### config.mk
export PLATFORM = sky130hd
export DESIGN_NAME = cpuCore
export DESIGN_NICKNAME = d
export VERILOG_FILES = /design/src/design/cpuPkg.sv /design/src/design/cpuCore.sv /design/src/design/executeUnit.sv /design/src/design/addressUnit.sv /design/src/design/instructionDecoder.sv /design/src/design/timingControl.sv
export SDC_FILE = /design/constraint.sdc
export NUM_CORES = 1
export LEC_CHECK = 0
export ABC_AREA = 1
export BUFFER_PORTS_ARGS = -buffer_cell sky130_fd_sc_hd__buf_2
export CAP_MARGIN = 25
export CORE_ASPECT_RATIO = 1.1
export CORE_MARGIN = 1.5
export CORE_UTILIZATION = 28
export DETAILED_ROUTE_END_ITERATION = 6
export PLACE_DENSITY_LB_ADDON = 0.1
export SYNTH_ARGS = -nofsm -noshare
export SYNTH_HDL_FRONTEND = slang
export SYNTH_SLANG_ARGS = --single-unit
### constraint.sdc
create_clock -name clk -period 5.25 [get_ports clk]
set_input_delay 0.2625 -clock clk [delete_from_list [all_inputs] [get_ports clk]]
set_output_delay 0.2625 -clock clk [all_outputs]
set_load 0.005 [all_outputs]
### src/design/cpuPkg.sv
`default_nettype none

package cpuPkg;

    // ########################################
    // instruction kinds and addressing modes
    // ########################################

    typedef enum logic [5:0] {
        NOP = 6'd0,
        LDA,
        STA,
        ADC,
        AND,
        ORA,
        EOR,
        LDX,
        INX,
        CLC,
        SEC,
        JMP,
        HLT
    } opcodeT;

    typedef enum logic [3:0] {
        IMPLIED = 4'd0,
        IMMEDIATE,
        ZEROPAGE,
        ZEROPAGE_X,
        ABSOLUTE
    } addrModeT;

    // the core alternates between forming an address and executing
    typedef enum logic {
        ADDRESS,
        INSTRUCTION
    } cpuModeT;

    typedef enum logic [2:0] {
        T0, T1, T2, T3, T4, T5, T6
    } timeStateT;

    // ########################################
    // bundles passed between blocks
    // ########################################

    typedef struct packed {
        opcodeT   opcode;
        addrModeT addrMode;
    } decodedT;

    typedef struct packed {
        logic        read;
        logic        write;
        logic [15:0] addr;
        logic [7:0]  wdata;
    } busReqT;

    // fetch reads at PC unless jump is set, then it reads at addr
    typedef struct packed {
        logic        read;
        logic        write;
        logic        fetch;
        logic        jump;
        logic [15:0] addr;
        logic [7:0]  wdata;
    } execReqT;

    localparam logic [15:0] RESET_PC       = 16'h0000;
    localparam logic [7:0]  ZERO_PAGE_HIGH = 8'h00;

    // 6502 opcode bytes of the supported subset
    localparam logic [7:0] OP_LDA_IMM = 8'hA9;
    localparam logic [7:0] OP_LDA_ZP  = 8'hA5;
    localparam logic [7:0] OP_LDA_ZPX = 8'hB5;
    localparam logic [7:0] OP_LDA_ABS = 8'hAD;
    localparam logic [7:0] OP_STA_ZP  = 8'h85;
    localparam logic [7:0] OP_STA_ZPX = 8'h95;
    localparam logic [7:0] OP_STA_ABS = 8'h8D;
    localparam logic [7:0] OP_ADC_IMM = 8'h69;
    localparam logic [7:0] OP_ADC_ZP  = 8'h65;
    localparam logic [7:0] OP_ADC_ZPX = 8'h75;
    localparam logic [7:0] OP_ADC_ABS = 8'h6D;
    localparam logic [7:0] OP_AND_IMM = 8'h29;
    localparam logic [7:0] OP_AND_ZP  = 8'h25;
    localparam logic [7:0] OP_AND_ZPX = 8'h35;
    localparam logic [7:0] OP_AND_ABS = 8'h2D;
    localparam logic [7:0] OP_ORA_IMM = 8'h09;
    localparam logic [7:0] OP_ORA_ZP  = 8'h05;
    localparam logic [7:0] OP_ORA_ZPX = 8'h15;
    localparam logic [7:0] OP_ORA_ABS = 8'h0D;
    localparam logic [7:0] OP_EOR_IMM = 8'h49;
    localparam logic [7:0] OP_EOR_ZP  = 8'h45;
    localparam logic [7:0] OP_EOR_ZPX = 8'h55;
    localparam logic [7:0] OP_EOR_ABS = 8'h4D;
    localparam logic [7:0] OP_LDX_IMM = 8'hA2;
    localparam logic [7:0] OP_LDX_ZP  = 8'hA6;
    localparam logic [7:0] OP_LDX_ABS = 8'hAE;
    localparam logic [7:0] OP_INX     = 8'hE8;
    localparam logic [7:0] OP_CLC     = 8'h18;
    localparam logic [7:0] OP_SEC     = 8'h38;
    localparam logic [7:0] OP_JMP_ABS = 8'h4C;
    localparam logic [7:0] OP_NOP     = 8'hEA;
    localparam logic [7:0] OP_HLT     = 8'h02;

endpackage

`default_nettype wire
### src/design/cpuCore.sv
`default_nettype none

module cpuCore (
    input  logic           clk,
    input  logic           nrst,
    input  logic           rdy,
    input  logic [7:0]     memRData,
    output cpuPkg::busReqT busReq,
    output logic           halted
);
    import cpuPkg::*;

    decodedT   decoded;
    decodedT   current;
    cpuModeT   mode;
    timeStateT timeState;
    logic      noAddressing;
    logic      endAddressing;
    logic      getInstruction;
    logic [7:0]  operand;
    logic [15:0] effAddr;
    logic [7:0]  xIndex;
    execReqT   execReq;

    // ########################################
    // sequencing
    // ########################################

    // rdy is the single stall, it freezes every block at once
    timingControl i_timing (
        .clk            (clk),
        .nrst           (nrst),
        .enableFFs      (rdy),
        .noAddressing   (noAddressing),
        .endAddressing  (endAddressing),
        .getInstruction (getInstruction),
        .decoded        (decoded),
        .current        (current),
        .mode           (mode),
        .timeState      (timeState)
    );

    instructionDecoder i_decoder (
        .opcodeByte (memRData),
        .decoded    (decoded)
    );

    // ########################################
    // datapath
    // ########################################

    addressUnit i_address (
        .clk           (clk),
        .nrst          (nrst),
        .enableFFs     (rdy),
        .mode          (mode),
        .timeState     (timeState),
        .addrMode      (current.addrMode),
        .xIndex        (xIndex),
        .memRData      (memRData),
        .execReq       (execReq),
        .noAddressing  (noAddressing),
        .endAddressing (endAddressing),
        .operand       (operand),
        .effAddr       (effAddr),
        .busReq        (busReq)
    );

    executeUnit i_execute (
        .clk            (clk),
        .nrst           (nrst),
        .enableFFs      (rdy),
        .mode           (mode),
        .timeState      (timeState),
        .current        (current),
        .operand        (operand),
        .effAddr        (effAddr),
        .memRData       (memRData),
        .execReq        (execReq),
        .getInstruction (getInstruction),
        .xIndex         (xIndex),
        .halted         (halted)
    );

endmodule

`default_nettype wire

### src/design/executeUnit.sv
`default_nettype none

module executeUnit (
    input  logic               clk,
    input  logic               nrst,
    input  logic               enableFFs,
    input  cpuPkg::cpuModeT    mode,
    input  cpuPkg::timeStateT  timeState,
    input  cpuPkg::decodedT    current,
    input  logic [7:0]         operand,
    input  logic [15:0]        effAddr,
    input  logic [7:0]         memRData,
    output cpuPkg::execReqT    execReq,
    output logic               getInstruction,
    output logic [7:0]         xIndex,
    output logic               halted
);
    import cpuPkg::*;

    logic [7:0] acc;
    logic [7:0] xReg;
    logic       zFlag;
    logic       nFlag;
    logic       cFlag;
    logic [7:0] accNext;
    logic [7:0] xNext;
    logic       cNext;
    logic [7:0] result;
    logic       setZN;
    logic [8:0] sum;
    logic [7:0] data;
    logic       inInstr;
    logic       isDataOp;
    logic       memDataOp;
    logic       longOp;
    logic       isHalt;
    logic       applyStep;
    timeStateT  applyState;
    timeStateT  fetchState;
    timeStateT  doneState;

    // ########################################
    // step scheduling
    // ########################################

    assign inInstr   = (mode == INSTRUCTION);
    assign isHalt    = (current.opcode == HLT);
    assign isDataOp  = current.opcode inside {LDA, ADC, AND, ORA, EOR, LDX};
    assign memDataOp = isDataOp && (current.addrMode inside {ZEROPAGE, ZEROPAGE_X, ABSOLUTE});

    // memory reads and stores need one extra step before the fetch
    assign longOp     = memDataOp || (current.opcode == STA);
    assign applyState = memDataOp ? T1 : T0;
    assign fetchState = longOp ? T1 : T0;
    assign doneState  = longOp ? T2 : T1;

    assign applyStep      = inInstr && (timeState == applyState);
    assign getInstruction = inInstr && !isHalt && (timeState == doneState);
    assign data           = memDataOp ? memRData : operand;
    assign xIndex         = xReg;

    always_comb begin
        execReq = '0;
        if (inInstr) begin
            if (memDataOp && (timeState == T0)) begin
                execReq.read = 1'b1;
                execReq.addr = effAddr;
            end
            if ((current.opcode == STA) && (timeState == T0)) begin
                execReq.write = 1'b1;
                execReq.addr  = effAddr;
                execReq.wdata = acc;
            end
            if (!isHalt && (timeState == fetchState)) begin
                execReq.fetch = 1'b1;
                execReq.jump  = (current.opcode == JMP);
                execReq.addr  = effAddr;
            end
        end
    end

    // ########################################
    // result logic
    // ########################################

    always_comb begin
        accNext = acc;
        xNext   = xReg;
        cNext   = cFlag;
        setZN   = 1'b1;
        sum     = {1'b0, acc} + {1'b0, data} + {8'h00, cFlag};
        case (current.opcode)
            LDA: accNext = data;
            AND: accNext = acc & data;
            ORA: accNext = acc | data;
            EOR: accNext = acc ^ data;
            LDX: xNext = data;
            INX: xNext = xReg + 8'd1;
            ADC: begin
                accNext = sum[7:0];
                cNext   = sum[8];
            end
            CLC: begin
                cNext = 1'b0;
                setZN = 1'b0;
            end
            SEC: begin
                cNext = 1'b1;
                setZN = 1'b0;
            end
            default: setZN = 1'b0;
        endcase
        // Z and N follow whichever register the instruction wrote
        result = (current.opcode inside {LDX, INX}) ? xNext : accNext;
    end

    always_ff @(posedge clk or negedge nrst) begin
        if (!nrst) begin
            acc    <= 8'h00;
            xReg   <= 8'h00;
            zFlag  <= 1'b0;
            nFlag  <= 1'b0;
            cFlag  <= 1'b0;
            halted <= 1'b0;
        end else if (enableFFs && applyStep) begin
            acc   <= accNext;
            xReg  <= xNext;
            cFlag <= cNext;
            if (setZN) begin
                zFlag <= (result == 8'h00);
                nFlag <= result[7];
            end
            // once set, nothing clears it short of reset
            if (isHalt) begin
                halted <= 1'b1;
            end
        end
    end

endmodule

`default_nettype wire

### src/design/addressUnit.sv
`default_nettype none

module addressUnit (
    input  logic               clk,
    input  logic               nrst,
    input  logic               enableFFs,
    input  cpuPkg::cpuModeT    mode,
    input  cpuPkg::timeStateT  timeState,
    input  cpuPkg::addrModeT   addrMode,
    input  logic [7:0]         xIndex,
    input  logic [7:0]         memRData,
    input  cpuPkg::execReqT    execReq,
    output logic               noAddressing,
    output logic               endAddressing,
    output logic [7:0]         operand,
    output logic [15:0]        effAddr,
    output cpuPkg::busReqT     busReq
);
    import cpuPkg::*;

    logic [15:0] pc;
    logic [15:0] pcNext;
    logic [7:0]  lowByte;
    logic [7:0]  zpIndexed;
    logic        inAddress;
    logic        operandRead;

    assign inAddress    = (mode == ADDRESS);
    assign noAddressing = inAddress && (timeState == T0) && (addrMode == IMPLIED);
    // zero page X stays inside page 0, the carry is dropped
    assign zpIndexed    = memRData + xIndex;

    // operand bytes are read at T0, and absolute reads its high byte at T1
    assign operandRead = inAddress &&
                         (((timeState == T0) && (addrMode != IMPLIED)) ||
                          ((timeState == T1) && (addrMode == ABSOLUTE)));

    always_comb begin
        case (addrMode)
            IMMEDIATE, ZEROPAGE, ZEROPAGE_X: endAddressing = inAddress && (timeState == T1);
            ABSOLUTE:                        endAddressing = inAddress && (timeState == T2);
            default:                         endAddressing = 1'b0;
        endcase
    end

    // ########################################
    // memory bus and program counter
    // ########################################

    always_comb begin
        busReq = '0;
        pcNext = pc;
        if (inAddress) begin
            if (operandRead) begin
                busReq.read = 1'b1;
                busReq.addr = pc;
                pcNext      = pc + 16'd1;
            end
        end else if (execReq.fetch) begin
            busReq.read = 1'b1;
            busReq.addr = execReq.jump ? execReq.addr : pc;
            pcNext      = busReq.addr + 16'd1;
        end else begin
            busReq.read  = execReq.read;
            busReq.write = execReq.write;
            busReq.addr  = execReq.addr;
            busReq.wdata = execReq.wdata;
        end
        // a stalled cycle must not touch memory
        if (!enableFFs) begin
            busReq.read  = 1'b0;
            busReq.write = 1'b0;
        end
    end

    always_ff @(posedge clk or negedge nrst) begin
        if (!nrst) begin
            pc <= RESET_PC;
        end else if (enableFFs) begin
            pc <= pcNext;
        end
    end

    // ########################################
    // operand and effective address
    // ########################################

    always_ff @(posedge clk) begin
        if (enableFFs && inAddress) begin
            case (addrMode)
                IMMEDIATE: begin
                    if (timeState == T1) begin
                        operand <= memRData;
                    end
                end
                ZEROPAGE: begin
                    if (timeState == T1) begin
                        effAddr <= {ZERO_PAGE_HIGH, memRData};
                    end
                end
                ZEROPAGE_X: begin
                    if (timeState == T1) begin
                        effAddr <= {ZERO_PAGE_HIGH, zpIndexed};
                    end
                end
                ABSOLUTE: begin
                    // low byte arrives first, the high byte one step later
                    if (timeState == T1) begin
                        lowByte <= memRData;
                    end
                    if (timeState == T2) begin
                        effAddr <= {memRData, lowByte};
                    end
                end
                default: ;
            endcase
        end
    end

endmodule

`default_nettype wire

### src/design/instructionDecoder.sv
`default_nettype none

module instructionDecoder (
    input  logic [7:0]      opcodeByte,
    output cpuPkg::decodedT decoded
);
    import cpuPkg::*;

    // pure table lookup, the timing block decides when to latch it
    always_comb begin
        case (opcodeByte)
            OP_LDA_IMM: decoded = '{LDA, IMMEDIATE};
            OP_LDA_ZP:  decoded = '{LDA, ZEROPAGE};
            OP_LDA_ZPX: decoded = '{LDA, ZEROPAGE_X};
            OP_LDA_ABS: decoded = '{LDA, ABSOLUTE};
            OP_STA_ZP:  decoded = '{STA, ZEROPAGE};
            OP_STA_ZPX: decoded = '{STA, ZEROPAGE_X};
            OP_STA_ABS: decoded = '{STA, ABSOLUTE};
            OP_ADC_IMM: decoded = '{ADC, IMMEDIATE};
            OP_ADC_ZP:  decoded = '{ADC, ZEROPAGE};
            OP_ADC_ZPX: decoded = '{ADC, ZEROPAGE_X};
            OP_ADC_ABS: decoded = '{ADC, ABSOLUTE};
            OP_AND_IMM: decoded = '{AND, IMMEDIATE};
            OP_AND_ZP:  decoded = '{AND, ZEROPAGE};
            OP_AND_ZPX: decoded = '{AND, ZEROPAGE_X};
            OP_AND_ABS: decoded = '{AND, ABSOLUTE};
            OP_ORA_IMM: decoded = '{ORA, IMMEDIATE};
            OP_ORA_ZP:  decoded = '{ORA, ZEROPAGE};
            OP_ORA_ZPX: decoded = '{ORA, ZEROPAGE_X};
            OP_ORA_ABS: decoded = '{ORA, ABSOLUTE};
            OP_EOR_IMM: decoded = '{EOR, IMMEDIATE};
            OP_EOR_ZP:  decoded = '{EOR, ZEROPAGE};
            OP_EOR_ZPX: decoded = '{EOR, ZEROPAGE_X};
            OP_EOR_ABS: decoded = '{EOR, ABSOLUTE};
            OP_LDX_IMM: decoded = '{LDX, IMMEDIATE};
            OP_LDX_ZP:  decoded = '{LDX, ZEROPAGE};
            OP_LDX_ABS: decoded = '{LDX, ABSOLUTE};
            OP_INX:     decoded = '{INX, IMPLIED};
            OP_CLC:     decoded = '{CLC, IMPLIED};
            OP_SEC:     decoded = '{SEC, IMPLIED};
            OP_JMP_ABS: decoded = '{JMP, ABSOLUTE};
            OP_HLT:     decoded = '{HLT, IMPLIED};
            // everything else, the real NOP included, runs as a one-step NOP
            default:    decoded = '{NOP, IMPLIED};
        endcase
    end

endmodule

`default_nettype wire

### src/design/timingControl.sv
`default_nettype none

module timingControl (
    input  logic               clk,
    input  logic               nrst,
    input  logic               enableFFs,
    input  logic               noAddressing,
    input  logic               endAddressing,
    input  logic               getInstruction,
    input  cpuPkg::decodedT    decoded,
    output cpuPkg::decodedT    current,
    output cpuPkg::cpuModeT    mode,
    output cpuPkg::timeStateT  timeState
);
    import cpuPkg::*;

    cpuModeT   nextMode;
    timeStateT nextTime;
    decodedT   nextCurrent;

    // ########################################
    // next mode and time state
    // ########################################

    always_comb begin
        nextCurrent = current;
        if (endAddressing || noAddressing) begin
            // addressing is done, so the instruction starts over at T0
            nextMode = INSTRUCTION;
            nextTime = T0;
        end else if (getInstruction) begin
            // the new opcode is on the data bus this cycle
            nextMode    = ADDRESS;
            nextTime    = T0;
            nextCurrent = decoded;
        end else begin
            nextMode = mode;
            if (timeState == T6) begin
                nextTime = T0;
            end else begin
                nextTime = timeStateT'(timeState + 3'd1);
            end
        end
    end

    // ########################################
    // state registers
    // ########################################

    // a low enable holds mode, time state and the latched instruction
    always_ff @(posedge clk or negedge nrst) begin
        if (!nrst) begin
            mode      <= ADDRESS;
            timeState <= T0;
            current   <= '{NOP, IMPLIED};
        end else if (enableFFs) begin
            mode      <= nextMode;
            timeState <= nextTime;
            current   <= nextCurrent;
        end
    end

endmodule

`default_nettype wire

==> impl_metrics.ini <==
[logic_synthesis]
synth_edf_count = 32
synth_top_cell_area_share_pct = 19.0
async_flop_share_pct = 58.4
synth_warnings = 0
syn-cell-area_um2 = 5930
synth_fp_nets = 872
yosysUniqueCellTypes = 50
synth_top_area_cell = dfrtp_1
syn-instance-count = 833
ys.flop_type = dfrtp_1
ys_top_cells_by_area = dfrtp_1 (19%), edfxtp_1 (16%), nand2_1 (13%), inv_1 (7.7%), nor2_1 (5.3%)
syn_area_per_cell_um2 = 7.12
ys_seq_elements = 77
ys_seq_area_share_pct = 35.2

[flow_run]
maxCapViolations = 0

[worst_setup_path]
critPathBufInv = 5
reg2reg_slack_ns = 1.44
cp.required_ns = 4.99
path_max_fanout = 24
slowest_delay_ns = 0.48
end_kind = output pin
worstPathCellList = nor2_1 > nand2_2 > nand2_1 > nand2_2 > nand2_1 > nand2_1 > nand2_1 > nor2_4 > inv_1 > nand2_1 > inv_1 > nor2_1 > buf_4 > inv_1 > o31ai_1 > buf_2
crit_family = simple AND/OR/NAND/NOR gates
arrival_ns = 4.03
criticalPathCategory = register to output pin
slowest_stage = nor2_4
cp-start-kind = register
cp_common_cell = nand2_1

[clocking]
path_clk_slew_ns = 0.08
clock-sinks = 77
cts_resized = 0
cts_setup_buffers = 0
cts_hold_buf = 0
cts_inserted_buffers = 9
clock_latency_ns = 0.35
htree_levels = 3
cts_buffer_depth = 2
cts_tree = built
clockRootBuffer = clkbuf_16

[global_routing]
grt_pass1_wl_mm = 30.6
grt_max_degree = 46
grt_pass1_vias = 5613
grt.overflow.total = 0
grt_usage_pct = 17.9
antenna_found_initial = 0

[detailed_routing]
wl_per_cell_um = 16.7
ant_nets = 0
wirelength_mm = 18.9
routed-via-count = 5618
drt_iter0_markers = 272
first_pass_iters = 5
post-route-drc-count = 0
vias_per_cell = 4.98

[placement]
portBuffers = 37
hpwl_mm = 14.0
place.gp.congestion = 0.828
place_ws_ns = 1.37

[timing]
final.setup.tns_ns = 0
max_clock_freq_ghz = 0.233
slew_headroom_pct = 42.4
period_minus_slack_ns = 4.29
rsz0062_at_grt = false
whs_ns = 0.0440
worstMarginPinSlew_ns = 0.861
slew_viol_final = 0
finalCritPeriodShare_pct = 81.8
timing.final.ws_setup_ns = 0.956
finalHoldViolCount = 0
setup_viol = 0
finalClockSkew_ns = 0.0134

[floorplan]
ios = 38
dieArea_um2 = 22100
die_w_um = 142
die_y_um = 156
core_area_um2 = 20600
start_util_pct = 28.7
num_rows = 55

[power_and_ir_drop]
power.total_mw = 3.23
power.leakage_nw = 3.12
power_density_nw_per_um2 = 484
peakVddDrop_v = 0.000155

[layout]
drive_above_1_share_pct = 10.8
syn_to_final_growth_pct = 12.5
fin_nets = 906
n_antenna_cell = 0

[run_status]
status = finished, final reports clean

[hold_path]
hold_class = primary input to async pin
cell type report:
| class | count | area [µm²] |
|---|---|---|
| clock buffers | 9 | 225 |
| clock inverters | 7 | 56.3 |
| fillers | 2261 | 14000 |
| inverters | 130 | 488 |
| multi-input cells | 603 | 3240 |
| flip-flops and latches | 77 | 2090 |
| well taps | 256 | 320 |
| repair buffers | 46 | 253 |
logic make-up (layout without fill, tap and decap cells):
kind of cell / count (synthesis) / in the layout / synth area share, %
AND/OR/NAND/NOR: 428 / 428 / 32.5
flip-flops: 77 / 77 / 35.2
AO/OA/AOI/OAI: 138 / 138 / 14.5
buffers and inverters: 153 / 192 / 10.3
adder cells (fa/ha/maj): 28 / 28 / 6.29
XOR/XNOR: 9 / 9 / 1.33
registers in the layout, summed over array words and instances, names as in the netlist:
name / count
i_address.operand: 8
i_timing.current: 7
i_execute.cFlag: 1
i_timing.mode: 1
i_execute.halted: 1
i_address.pc: 16
i_timing.timeState: 3
i_address.effAddr: 16
i_execute.xIndex: 8
i_address.lowByte: 8
i_execute.acc: 8
cell usage in the layout, fill, tap and decap left out, types with 14 or more instances in the layout:
cell / n
inv_1: 121
edfxtp_1: 32
nand2_1: 212
nor2_1: 84
nand3_1: 55
buf_2: 37
dfrtp_1: 45
nand4_1: 35
a21oi_1: 16
o21ai_0: 61
ha_1: 25
o221ai_1: 14
power by group:
part / internal (mW) / switching, mW / total (mW)
clock network: 0.327 / 0.293 / 0.620
logic: 0.520 / 1.15 / 1.67
registers: 0.805 / 0.137 / 0.941
total: 1.65 / 1.57 / 3.23
metrics by stage:
step	area, µm²	utilization [%]	cells
final	6670	32.3	1128
after global routing	6670	32.3	1128
after CTS	6670	32.3	1128
after detailed placement	6390	30.9	1112
after global placement	6390	30.9	1112
after floorplan	5930	-	833
worst reg2reg max path: cells and delay by family (launching register included):
| family | cells | cell delay (ns) |
|---|---|---|
| AO/OA/AOI/OAI | 6 | 1.21 |
| flip-flops | 1 | 0.41 |
| buffers and inverters | 1 | 0.06 |
| AND/OR/NAND/NOR | 8 | 1.34 |
| adder cells (fa/ha/maj) | 2 | 0.74 |
metal layers:
| metal | wire (µm) | part of all wire (%) | global-route usage [%] | vias up |
|---|---|---|---|---|
| li1 | - | - | - | 2866 |
| met1 | 8700 | 46 | 22.5 | 2630 |
| met2 | 9320 | 49 | 31.6 | 102 |
| met3 | 484 | 2.6 | 1.81 | 20 |
| met4 | 376 | 2.0 | 6.48 | 0 |
| met5 | 0 | 0 | 0 | - |
path summary, 6_finish.rpt:
kind	startpoint	end	depth (start not counted)
max	i_timing.current[1]	busReq[25]	16
min	nrst	i_address.pc[14]	2
max reg2reg	i_timing.current[1]	i_execute.cFlag	17
min reg2reg	i_execute.halted	i_execute.halted	1
max in group asynchronous	nrst	i_execute.cFlag	2
min in group clk	rdy	i_timing.timeState[1]	2
Yosys cell counts (all sizes together), types with 2 or more instances:
cell	count
nand2	219
inv	126
nor2	92
o21ai	63
nand3	58
dfrtp	45
nand4	37
edfxtp	32
ha	25
a21oi	16
o221ai	14
buf	13
o211ai	11
o22ai	11
clkbuf	10
nor3	9
xor2	7
nor4	5
or2	5
clkinv	4
a221oi	3
fa	3
o2111ai	3
o31ai	3
a2bb2oi	2
a31oi	2
nand3b	2
o41ai	2
xnor2	2
Note: power is estimated with default switching activity, not from simulation.
